--- src/logic/vertex_pkg.sv ---
// Vertex job controller shared definitions
// Field widths, array tags and the packed records passed between blocks

package vertex_pkg;

	localparam int VERTEX_W     = 32;
	localparam int LINE_VERTS   = 8;
	localparam int LINE_W       = LINE_VERTS * VERTEX_W;
	localparam int LINE_BYTES   = 32;
	localparam int ADDR_W       = 32;
	localparam int COUNT_W      = 32;
	localparam int ID_W         = 32;
	// Vertices carried in one line, 1 to LINE_VERTS
	localparam int LINE_COUNT_W = 4;

	typedef enum logic [1:0] {
		IN_DEGREE  = 2'd0,
		OUT_DEGREE = 2'd1,
		EDGES_IDX  = 2'd2
	} array_t;

	typedef struct packed {
		logic [COUNT_W-1:0] num_vertices;
		logic [ADDR_W-1:0]  in_degree_base;
		logic [ADDR_W-1:0]  out_degree_base;
		logic [ADDR_W-1:0]  edges_idx_base;
	} graph_cfg_t;

	typedef struct packed {
		logic [ADDR_W-1:0]       addr;
		array_t                  array;
		logic [LINE_COUNT_W-1:0] count;
	} read_cmd_t;

	// Vertex k sits in lane k, counted from the LSB
	typedef struct packed {
		array_t                  array;
		logic [LINE_COUNT_W-1:0] count;
		logic [LINE_W-1:0]       data;
	} read_line_t;

	typedef struct packed {
		logic [ID_W-1:0]     id;
		logic [VERTEX_W-1:0] in_degree;
		logic [VERTEX_W-1:0] out_degree;
		logic [VERTEX_W-1:0] edges_idx;
	} vertex_t;

endpackage

--- src/logic/sync_fifo.sv ---
// Show-ahead synchronous FIFO for any packed payload type
// Oldest entry sits on data_out while valid; almost_full flags low headroom
`timescale 1ns/10ps

module sync_fifo #(
	parameter type T               = logic [7:0],
	parameter int  DEPTH           = 4,
	parameter int  ALMOST_FULL_GAP = 1
) (
	input  logic clock,
	input  logic rstn,
	input  logic push,
	input  T     data_in,
	input  logic pop,
	output logic valid,
	output T     data_out,
	output logic full,
	output logic almost_full,
	output logic empty
);

	localparam int PTR_W = (DEPTH > 1) ? $clog2(DEPTH) : 1;
	localparam int CNT_W = $clog2(DEPTH + 1);

	T                 mem [DEPTH];
	logic [PTR_W-1:0] wr_ptr;
	logic [PTR_W-1:0] rd_ptr;
	logic [CNT_W-1:0] count;

	// Storage, written on every push
	always_ff @(posedge clock) begin
		if (push) begin
			mem[wr_ptr] <= data_in;
		end
	end

	always_ff @(posedge clock or negedge rstn) begin
		if (!rstn) begin
			wr_ptr <= '0;
			rd_ptr <= '0;
			count  <= '0;
		end else begin
			if (push) begin
				wr_ptr <= (wr_ptr == PTR_W'(DEPTH - 1)) ? '0 : wr_ptr + 1'b1;
			end
			if (pop) begin
				rd_ptr <= (rd_ptr == PTR_W'(DEPTH - 1)) ? '0 : rd_ptr + 1'b1;
			end
			case ({push, pop})
				2'b10:   count <= count + 1'b1;
				2'b01:   count <= count - 1'b1;
				default: count <= count;
			endcase
		end
	end

	assign empty       = (count == '0);
	assign full        = (count == CNT_W'(DEPTH));
	// Fewer than ALMOST_FULL_GAP free slots left
	assign almost_full = (int'(count) > DEPTH - ALMOST_FULL_GAP);
	assign valid       = !empty;
	assign data_out    = mem[rd_ptr];

	assert property (@(posedge clock) disable iff (!rstn) push |-> !full || pop)
		else $error("sync_fifo overflow");
	assert property (@(posedge clock) disable iff (!rstn) pop |-> !empty)
		else $error("sync_fifo underflow");

endmodule

--- src/logic/vertex_cmd_gen.sv ---
// Vertex job command generator
// Splits the vertex range into line chunks and issues one read per array
`timescale 1ns/10ps

module vertex_cmd_gen import vertex_pkg::*; (
	input  logic       clock,
	input  logic       rstn,
	input  logic       start,
	input  graph_cfg_t cfg,
	output logic       cmd_push,
	output read_cmd_t  cmd,
	input  logic       cmd_empty,
	input  logic       room_low,
	input  logic       chunk_done,
	output logic       busy
);

	typedef enum logic [2:0] {
		S_IDLE,
		S_WAIT_ROOM,
		S_ISSUE_IN,
		S_ISSUE_OUT,
		S_ISSUE_EDGES,
		S_WAIT_DONE
	} gen_state_t;

	gen_state_t              state;
	graph_cfg_t              cfg_q;
	logic [COUNT_W-1:0]      remaining;
	logic [ADDR_W-1:0]       offset;
	logic [LINE_COUNT_W-1:0] chunk_count;
	logic                    start_ok;

	assign start_ok    = start && (cfg.num_vertices != '0) && (state == S_IDLE);
	// Last chunk may be partial
	assign chunk_count = (remaining > COUNT_W'(LINE_VERTS)) ?
		LINE_COUNT_W'(LINE_VERTS) : remaining[LINE_COUNT_W-1:0];

	// Job configuration held for the whole job
	always_ff @(posedge clock) begin
		if (start_ok) begin
			cfg_q <= cfg;
		end
	end

	////////////////////////////////////////////////////////////////////////////
	// Chunk sequencing
	////////////////////////////////////////////////////////////////////////////

	always_ff @(posedge clock or negedge rstn) begin
		if (!rstn) begin
			state     <= S_IDLE;
			remaining <= '0;
			offset    <= '0;
		end else begin
			case (state)
				S_IDLE: begin
					if (start_ok) begin
						remaining <= cfg.num_vertices;
						offset    <= '0;
						state     <= S_WAIT_ROOM;
					end
				end
				S_WAIT_ROOM: begin
					// Whole chunk must fit in both queues
					if (cmd_empty && !room_low) begin
						state <= S_ISSUE_IN;
					end
				end
				S_ISSUE_IN:  state <= S_ISSUE_OUT;
				S_ISSUE_OUT: state <= S_ISSUE_EDGES;
				S_ISSUE_EDGES: begin
					remaining <= remaining - COUNT_W'(chunk_count);
					offset    <= offset + ADDR_W'(LINE_BYTES);
					state     <= S_WAIT_DONE;
				end
				S_WAIT_DONE: begin
					if (chunk_done) begin
						state <= (remaining != '0) ? S_WAIT_ROOM : S_IDLE;
					end
				end
				default: state <= S_IDLE;
			endcase
		end
	end

	// Reads go out as in-degree, out-degree, then edges index
	always_comb begin
		cmd_push  = 1'b0;
		cmd.array = IN_DEGREE;
		cmd.addr  = cfg_q.in_degree_base + offset;
		cmd.count = chunk_count;
		case (state)
			S_ISSUE_IN: begin
				cmd_push = 1'b1;
			end
			S_ISSUE_OUT: begin
				cmd_push  = 1'b1;
				cmd.array = OUT_DEGREE;
				cmd.addr  = cfg_q.out_degree_base + offset;
			end
			S_ISSUE_EDGES: begin
				cmd_push  = 1'b1;
				cmd.array = EDGES_IDX;
				cmd.addr  = cfg_q.edges_idx_base + offset;
			end
			default: ;
		endcase
	end

	assign busy = (state != S_IDLE);

	// Unpacker only finishes chunks this block started
	assert property (@(posedge clock) disable iff (!rstn) chunk_done |-> state != S_IDLE)
		else $error("chunk_done while generator idle");

endmodule

--- src/logic/vertex_line_collect.sv ---
// Line collector for one chunk
// Holds the returned line of each array until the unpacker takes the set
`timescale 1ns/10ps

module vertex_line_collect import vertex_pkg::*; (
	input  logic       clock,
	input  logic       rstn,
	input  logic       rsp_valid,
	input  read_line_t rsp,
	input  logic       take,
	output logic       lines_ready,
	output read_line_t in_line,
	output read_line_t out_line,
	output read_line_t edges_line
);

	logic [2:0] flags;
	logic [2:0] rsp_hit;

	// One-hot of the array a response belongs to
	always_comb begin
		rsp_hit = 3'b000;
		case (rsp.array)
			IN_DEGREE:  rsp_hit = 3'b001;
			OUT_DEGREE: rsp_hit = 3'b010;
			EDGES_IDX:  rsp_hit = 3'b100;
			default:    rsp_hit = 3'b000;
		endcase
	end

	always_ff @(posedge clock) begin
		if (rsp_valid) begin
			if (rsp_hit[0]) in_line    <= rsp;
			if (rsp_hit[1]) out_line   <= rsp;
			if (rsp_hit[2]) edges_line <= rsp;
		end
	end

	always_ff @(posedge clock or negedge rstn) begin
		if (!rstn) begin
			flags <= 3'b000;
		end else begin
			if (take) begin
				flags <= 3'b000;
			end
			if (rsp_valid) begin
				flags <= (take ? 3'b000 : flags) | rsp_hit;
			end
		end
	end

	assign lines_ready = &flags;

	// Each array returns one line per chunk
	assert property (@(posedge clock) disable iff (!rstn) rsp_valid |-> !(|(flags & rsp_hit)))
		else $error("duplicate response for array %0d", rsp.array);

endmodule

--- src/logic/vertex_unpack.sv ---
// Vertex unpacker
// Shifts one lane per cycle out of the collected lines into numbered records
`timescale 1ns/10ps

module vertex_unpack import vertex_pkg::*; (
	input  logic       clock,
	input  logic       rstn,
	input  logic       lines_ready,
	input  read_line_t in_line,
	input  read_line_t out_line,
	input  read_line_t edges_line,
	output logic       take,
	output logic       vertex_push,
	output vertex_t    vertex,
	output logic       chunk_done
);

	logic [LINE_W-1:0]       in_sr;
	logic [LINE_W-1:0]       out_sr;
	logic [LINE_W-1:0]       edges_sr;
	logic [LINE_COUNT_W-1:0] left;
	logic [ID_W-1:0]         next_id;

	// Idle while no lanes are left
	assign take        = lines_ready && (left == '0);
	assign vertex_push = (left != '0);

	// Shift registers, loaded on take
	always_ff @(posedge clock) begin
		if (take) begin
			in_sr    <= in_line.data;
			out_sr   <= out_line.data;
			edges_sr <= edges_line.data;
		end else if (vertex_push) begin
			in_sr    <= in_sr >> VERTEX_W;
			out_sr   <= out_sr >> VERTEX_W;
			edges_sr <= edges_sr >> VERTEX_W;
		end
	end

	always_ff @(posedge clock or negedge rstn) begin
		if (!rstn) begin
			left       <= '0;
			next_id    <= '0;
			chunk_done <= 1'b0;
		end else begin
			chunk_done <= vertex_push && (left == LINE_COUNT_W'(1));
			if (take) begin
				left <= in_line.count;
			end else if (vertex_push) begin
				left    <= left - 1'b1;
				next_id <= next_id + 1'b1;
			end
		end
	end

	// Lowest lane of each register forms the record
	always_comb begin
		vertex.id         = next_id;
		vertex.in_degree  = in_sr[VERTEX_W-1:0];
		vertex.out_degree = out_sr[VERTEX_W-1:0];
		vertex.edges_idx  = edges_sr[VERTEX_W-1:0];
	end

	// All three reads of a chunk carry the same vertex count
	assert property (@(posedge clock) disable iff (!rstn)
		take |-> (in_line.count == out_line.count) && (in_line.count == edges_line.count)
			&& (in_line.count != '0))
		else $error("mismatched line counts in chunk");

endmodule

--- src/logic/vertex_job_control.sv ---
// Vertex job controller top level
// Command generator, command queue, line collector, unpacker and vertex queue
`timescale 1ns/10ps

module vertex_job_control import vertex_pkg::*; #(
	parameter int CMD_DEPTH       = 4,
	parameter int VERTEX_DEPTH    = 16,
	parameter int ALMOST_FULL_GAP = LINE_VERTS
) (
	input  logic       clock,
	input  logic       rstn,
	input  logic       start,
	input  graph_cfg_t cfg,
	output logic       cmd_valid,
	input  logic       cmd_ready,
	output read_cmd_t  cmd,
	input  logic       rsp_valid,
	input  read_line_t rsp,
	output logic       vertex_valid,
	input  logic       vertex_ready,
	output vertex_t    vertex,
	output logic       busy
);

	logic       gen_push;
	read_cmd_t  gen_cmd;
	logic       cmd_empty;
	logic       room_low;
	logic       chunk_done;
	logic       lines_ready;
	logic       take;
	read_line_t in_line;
	read_line_t out_line;
	read_line_t edges_line;
	logic       unpack_push;
	vertex_t    unpack_vertex;

	////////////////////////////////////////////////////////////////////////////
	// Command side
	////////////////////////////////////////////////////////////////////////////

	vertex_cmd_gen i_vertex_cmd_gen (
		.clock     (clock),
		.rstn      (rstn),
		.start     (start),
		.cfg       (cfg),
		.cmd_push  (gen_push),
		.cmd       (gen_cmd),
		.cmd_empty (cmd_empty),
		.room_low  (room_low),
		.chunk_done(chunk_done),
		.busy      (busy)
	);

	sync_fifo #(
		.T              (read_cmd_t),
		.DEPTH          (CMD_DEPTH),
		.ALMOST_FULL_GAP(1)
	) i_cmd_fifo (
		.clock      (clock),
		.rstn       (rstn),
		.push       (gen_push),
		.data_in    (gen_cmd),
		.pop        (cmd_valid && cmd_ready),
		.valid      (cmd_valid),
		.data_out   (cmd),
		.full       (),
		.almost_full(),
		.empty      (cmd_empty)
	);

	////////////////////////////////////////////////////////////////////////////
	// Response and vertex side
	////////////////////////////////////////////////////////////////////////////

	vertex_line_collect i_vertex_line_collect (
		.clock      (clock),
		.rstn       (rstn),
		.rsp_valid  (rsp_valid),
		.rsp        (rsp),
		.take       (take),
		.lines_ready(lines_ready),
		.in_line    (in_line),
		.out_line   (out_line),
		.edges_line (edges_line)
	);

	vertex_unpack i_vertex_unpack (
		.clock      (clock),
		.rstn       (rstn),
		.lines_ready(lines_ready),
		.in_line    (in_line),
		.out_line   (out_line),
		.edges_line (edges_line),
		.take       (take),
		.vertex_push(unpack_push),
		.vertex     (unpack_vertex),
		.chunk_done (chunk_done)
	);

	// Headroom of one full line keeps the unpacker from stalling
	sync_fifo #(
		.T              (vertex_t),
		.DEPTH          (VERTEX_DEPTH),
		.ALMOST_FULL_GAP(ALMOST_FULL_GAP)
	) i_vertex_fifo (
		.clock      (clock),
		.rstn       (rstn),
		.push       (unpack_push),
		.data_in    (unpack_vertex),
		.pop        (vertex_valid && vertex_ready),
		.valid      (vertex_valid),
		.data_out   (vertex),
		.full       (),
		.almost_full(room_low),
		.empty      ()
	);

endmodule

--- config.mk ---
export PLATFORM = sky130hd
export DESIGN_NAME = vertex_job_control
export DESIGN_NICKNAME = d
export VERILOG_FILES = /design/src/logic/vertex_pkg.sv /design/src/logic/sync_fifo.sv /design/src/logic/vertex_cmd_gen.sv /design/src/logic/vertex_line_collect.sv /design/src/logic/vertex_unpack.sv /design/src/logic/vertex_job_control.sv
export SDC_FILE = /design/constraint.sdc
export NUM_CORES = 2
export LEC_CHECK = 0
export BUFFER_PORTS_ARGS = -buffer_cell sky130_fd_sc_hd__buf_2
export CAP_MARGIN = 20
export CORE_UTILIZATION = 40
export CTS_BUF_LIST = sky130_fd_sc_hd__clkbuf_16
export CTS_CLUSTER_SIZE = 14
export DETAILED_ROUTE_END_ITERATION = 8
export PLACE_DENSITY = 0.61
export SETUP_SLACK_MARGIN = 0.3
export SKIP_LAST_GASP = 1
export SYNTH_ARGS = -nofsm -noshare
export SYNTH_HDL_FRONTEND = slang
export SYNTH_HIERARCHICAL = 1
export SYNTH_SLANG_ARGS = --single-unit
--- constraint.sdc ---
create_clock -name clock -period 29 [get_ports clock]
set_input_delay 2.9 -clock clock [delete_from_list [all_inputs] [get_ports clock]]
set_output_delay 2.9 -clock clock [all_outputs]
set_load 0.01 [all_outputs]
==> Word level (Yosys, flattened, before mapping) <==
Memory sizes are Yosys's and may differ from the RTL's.
Cells that the tools add are included.
{ "word_totals": {"register_bits": 1763, "latch_bits": 0, "ramBits": 2200, "mem_bits_ro": 0, "in_bits": 396, "output_inout_bits": 169, "wordCells": 127, "mem_count": 2} }
{ "mem_list": {"columns": ["memory", "words", "width", "read_ports", "rd_ports_with_merged_regs", "write_ports", "line", "text"], "rows": [
  ["i_vertex_fifo.mem", 16, 128, 1, 0, 1, "sync_fifo.sv:25", "T mem [DEPTH];"],
  ["i_cmd_fifo.mem", 4, 38, 1, 0, 1, "sync_fifo.sv:25", null]
]} }
{ "classes": {"n_addsub": 15, "mul": 0, "div": 0, "magnitude_cmp": 2, "n_eq_ne": 19, "shifts": 0, "muxes": 33, "n_bitwise": 2, "reduce_logical": 31} }
{ "op_table": {"columns": ["cell", "count"], "rows": [
  ["$mux 256", 6],
  ["$pmux 32 s2", 2],
  ["$add 32x32->32", 3],
  ["$pmux 34 s2", 1],
  ["$mux 32", 2],
  ["$reduce_bool 32->1", 2],
  ["$add 32x1->32 const B", 1],
  ["$add 32x6->32 const B", 1],
  ["$gt 32x4->1 const B", 1],
  ["$sub 32x4->32", 1],
  ["$mux 4", 5],
  ["$pmux 3 s6", 1],
  ["$mux 3", 5],
  ["$eq 2x2->1 const B", 5],
  ["$pmux 5 s2", 1],
  ["$reduce_and 2->1", 5],
  ["$pmux 3 s3", 1],
  ["$add 4x1->4 const B", 2],
  ["$eq 4x4->1 const B", 2],
  ["$reduce_bool 2->1", 4],
  ["$logic_and 1x1->1", 7],
  ["$eq 2x1->1 const B", 3],
  ["$eq 3x2->1 const B", 2],
  ["$eq 3x3->1 const B", 2],
  ["24 further kinds", 37]
]} }

==> Depth between registers and ports, before layout <==
{ "depth": {"word_depth": 5, "depth_mapped": 18, "mapped_depth_nobuf": 14} }

==> Hierarchy <==
Netlist, hierarchy kept.
{ "by_module_without_submodules": {"columns": ["module", "instances", "cells_per_inst", "area_per_inst_um2", "seq_area_each_um2"], "rows": [
  ["sync_fifo (i_vertex_fifo)", 1, 3221, 77490.6, 61824.3],
  ["vertex_unpack", 1, 1874, 34386.7, 23988.0],
  ["vertex_line_collect", 1, 797, 23740.3, 23677.7],
  ["vertex_cmd_gen", 1, 797, 8305.5, 4434.3],
  ["sync_fifo (i_cmd_fifo)", 1, 239, 5958.2, 4739.5],
  ["vertex_job_control", 1, 2, 12.5, 0.0]
]} }

==> Worst setup path after synthesis <==
OpenSTA, ideal clock, no wires.
{ "synth_path": {"path_type": "flip-flop to flip-flop", "startpoint": "register i_vertex_unpack.left[0]", "endpoint": "register i_vertex_unpack.edges_sr[0], enable pin", "setup_ns": 1.279, "t_arrival_ns": 19.636, "required_time_ns": 27.721, "setup_slack_ns": 8.085, "path_stages_with_launch": 7, "n_path_buf": 2, "synth_period_minus_slack_ns": 20.915, "path_cell_list": "dfrtp_1 -> inv_1 -> ha_1 -> or3b_4 -> buf_2 -> buf_1 -> nand2b_1"} }
{ "synth_between": {"word_cells_on_any_way": 4, "cone_classes": "4 x reduce/logical"} }
{ "synth_rtl": {"columns": ["item", "line", "text"], "rows": [
  ["from (decl)", "vertex_unpack.sv:21", "logic [LINE_COUNT_W-1:0] left;"],
  ["from (signal assigned)", "vertex_unpack.sv:49", "left <= in_line.count;"],
  ["from (signal assigned)", "vertex_unpack.sv:51", "left <= left - 1'b1;"],
  ["$reduce_bool 4->1", "vertex_unpack.sv:26", "assign vertex_push = (left != '0);"],
  ["net unpack_push", "vertex_job_control.sv:35", "logic unpack_push;"],
  ["$reduce_bool 2->1 (no line)", null, null],
  ["to (signal assigned)", "vertex_unpack.sv:33", "edges_sr <= edges_line.data;"],
  ["to (signal assigned)", "vertex_unpack.sv:37", "edges_sr <= edges_sr >> VERTEX_W;"],
  ["to (decl)", "vertex_unpack.sv:20", "logic [LINE_W-1:0] edges_sr;"]
]} }
The timed path passes the listed nets, and every way through them passes these cells.
A chain may end at the register's enable or synchronous reset.

==> results.md <==
Run status:
- The run finished with clean final reports.

Timing:
- The setup violation total in the final timing report is 0.
- The transition time of the tightest slew-check pin is 1150 ps.
- Based on the critical path, the design can be clocked at up to 120 MHz.
- Setup repair after global routing left no endpoint under its margin.
- The worst pin sits at a relative slew slack of 0.234.
- After routing, the total negative slack on setup checks comes to 0 ps.
- The final worst-path cycle share is 0.288.
- After layout, the minimum clock period comes to 8350 ps.
- The number of hold violations in the final report was 0.
- The final max-slew violation count is 0.
- The maximum clock skew at final layout is 68.8 ps.

Global routing:
- The via count of the first global-routing pass came to 69700.
- The all-layer global routing usage is 0.185.
- The total overflow left after global routing is 0.
- The first global-routing pass estimated 503 mm of wire.
- Entering global routing, the biggest net connects 207 pins.
- The initial antenna violation count came to 152.

Route:
- The via-per-instance ratio is 5.31.
- After detailed routing, the total wire length is 355 mm.
- The first routing iteration left 6272 violations.
- The post-detailed-route DRC marker count is 0.
- For this run, the detailed router's first-pass iteration total came to 6.
- The overall via count from detail_route is 68600.
- In this run the remaining antenna-violating nets after routing total 0.
- Dividing the detail-routed wire length by the instance count gives 27.5 um.

Clock network:
- The clock reaches the later pin of the worst-skew pair after 990 ps.
- The CTS sink count is 3958.
- The maximum buffer depth of the clock tree is 4.
- The number of resized instances in the post-cts repair step is 0.
- The clock slew at the register clock pins of the worst setup and hold paths is 60 ps.
- The cts-stage hold buffer count is 0.
- The root buffer cell chosen for the clock tree is clkbuf_16.
- Buffers added to address setup during post-CTS repair amount to 0.
- CTS built an H-tree with a depth of 5.
- TritonCTS created 400 clock buffers.
- TritonCTS built the clock tree.

Pwr:
- VDD sags by at most 0.0977 mV.
- The leakage power of the design is 59.3 nW.
- The ratio of total power to cell area is 106 mW/mm2.
- The final total power is 0.0181 W.

Finish:
- The number of fill cells in the layout is 30900.
- The multi-input combinational cells in the finished layout cover a total of 0.0286 mm2.
- The fraction of final layout cells with drive strength greater than 1 is 0.287.
- Summing all flip-flop and latch instances after layout gives 0.118 mm2.
- The synthesis-to-layout area growth is 14.1%.
- In the final design database the tool counted 8043 nets.

Die:
- The floorplan die area is 0.376 mm2.
- The row count is 224.
- For this configuration, the core starts out at a cell density of 0.402.
- The area inside the core boundary is 0.372 mm2.
- The height of the chip is 613 um.
- 565 I/O pins were placed.
- From left edge to right edge, the die measures 613 um.

Worst setup path:
- Data arrives at the worst endpoint at 5450 ps.
- The worst register-to-register path has a setup slack of 23140 ps.
- STA classifies the critical path endpoint as an output port.
- STA classifies the critical path startpoint as a flip-flop.
- The worst setup path is of the flip-flop to output port kind.
- The required time of the critical path is 26100 ps.
- The critical path ends at vertex[46].
- In this run the critical register-to-register path is launched from i_vertex_unpack/left[0].
- The number of cells traversed by the worst register-to-register path is 9.
- The critical path starts at i_vertex_fifo/rd_ptr[0].
- The endpoint identified for the worst register-to-register timing path is i_vertex_unpack/edges_sr[16].
- The top fanout value on the critical path is 48.

Placement:
- Routability-driven placement finished with a final weighted congestion of 0.795.
- The number of input and output port buffers inserted is 564.
- The HPWL after detailed placement is 207 mm.

Synth:
- The cell area that synthesis handed to floorplanning was 0.149 mm2.
- The mean area per synthesized cell is 21.6 um2.
- The total number of yosys warnings is 6.
- The gate count of the mapped netlist is 6912.

Hold path:
- The type of the most critical hold path is flip-flop to flip-flop.

Flow run:
- The number of maximum-capacitance violations is 0.
[per-layer routing]
metal	GRT usage	share of wire
met1	0.253	0.43
met2	0.306	0.48
met3	0.0346	0.059
met4	0.0425	0.025
met5	0	0.0015
[state kept, by name, summed over array words and instances (netlist names), 27 cells and up]
register,cells
i_vertex_cmd_gen/offset,27
i_vertex_line_collect/in_line,260
i_vertex_unpack/edges_sr,256
i_vertex_unpack/in_sr,256
i_vertex_line_collect/edges_line,256
i_vertex_unpack/next_id,32
i_vertex_unpack/out_sr,256
i_vertex_cmd_gen/remaining,32
i_vertex_line_collect/out_line,256
i_vertex_cmd_gen/cfg_q,96
i_cmd_fifo/mem,152
i_vertex_fifo/mem,2048
[cell usage in the layout (no fill, tap or decap), types with 41 or more instances in the layout]
master	count
edfxtp_1	3836
buf_2	563
mux4_2	550
clkbuf_16	404
mux2_2	377
mux2_1	300
nand2_1	276
a22oi_1	221
inv_1	126
dfrtp_1	119
and2_1	112
buf_4	112
clkinv_1	84
nor2_1	61
clkinv_2	59
o21ai_0	51
a22oi_2	50
ha_1	47
bufinv_16	44
xnor2_1	41
a21oi_1	41
[worst min-delay path by stage]
stage,startpoint,end,cells past startpoint
finish,i_vertex_unpack/out_sr[229],i_vertex_unpack/out_sr[197],1
global route,i_vertex_line_collect/flags[2],i_vertex_line_collect/flags[2],1
CTS,i_vertex_line_collect/flags[2],i_vertex_line_collect/flags[2],1
detailed placement,i_vertex_line_collect/flags[2],i_vertex_line_collect/flags[2],1
global placement,i_cmd_fifo/count[2],i_cmd_fifo/count[2],1
floorplan,i_cmd_fifo/count[2],i_cmd_fifo/count[2],1
[power breakdown]
part           leakage (nW)  total [W]  switching (W)  internal [W]
combinational          13.7    0.00437        0.00267       0.00170
clock                  6.74    0.00512        0.00219       0.00294
sequential             38.8    0.00856       0.000593       0.00797
total                  59.3     0.0181        0.00545        0.0126
[area by class of cell]
class,instances,share of cell area
repair buffers,692,0.0233
clock inverters,326,0.0180
diodes,37,0.000543
flip-flops and latches,3958,0.694
clock buffers,404,0.0593
inverters,37,0.000829
well taps,4972,0.0365
multi-input cells,2510,0.168
[per-stage QoR]
step                       util  std cells  hold slack [ps]  instance area, um2  setup WS (ps)
final                     0.458      12900              473              170000          20650
after floorplan               -       6913              434              149000           8080
after global placement    0.422      12200              448              157000          21490
after global routing      0.458      12900              485              170000          20100
after detailed placement  0.423      12200              462              157000          21430
after CTS                 0.458      12900              475              170000          20400
[critical path: stages (launching register included)]
cell	delay (ps)
dfrtp_4	780
buf_4	760
buf_4	770
buf_4	860
mux4_2	610
a22oi_1	230
nand2_1	160
buf_2	170
Note: power is estimated with default switching activity, not from simulation.
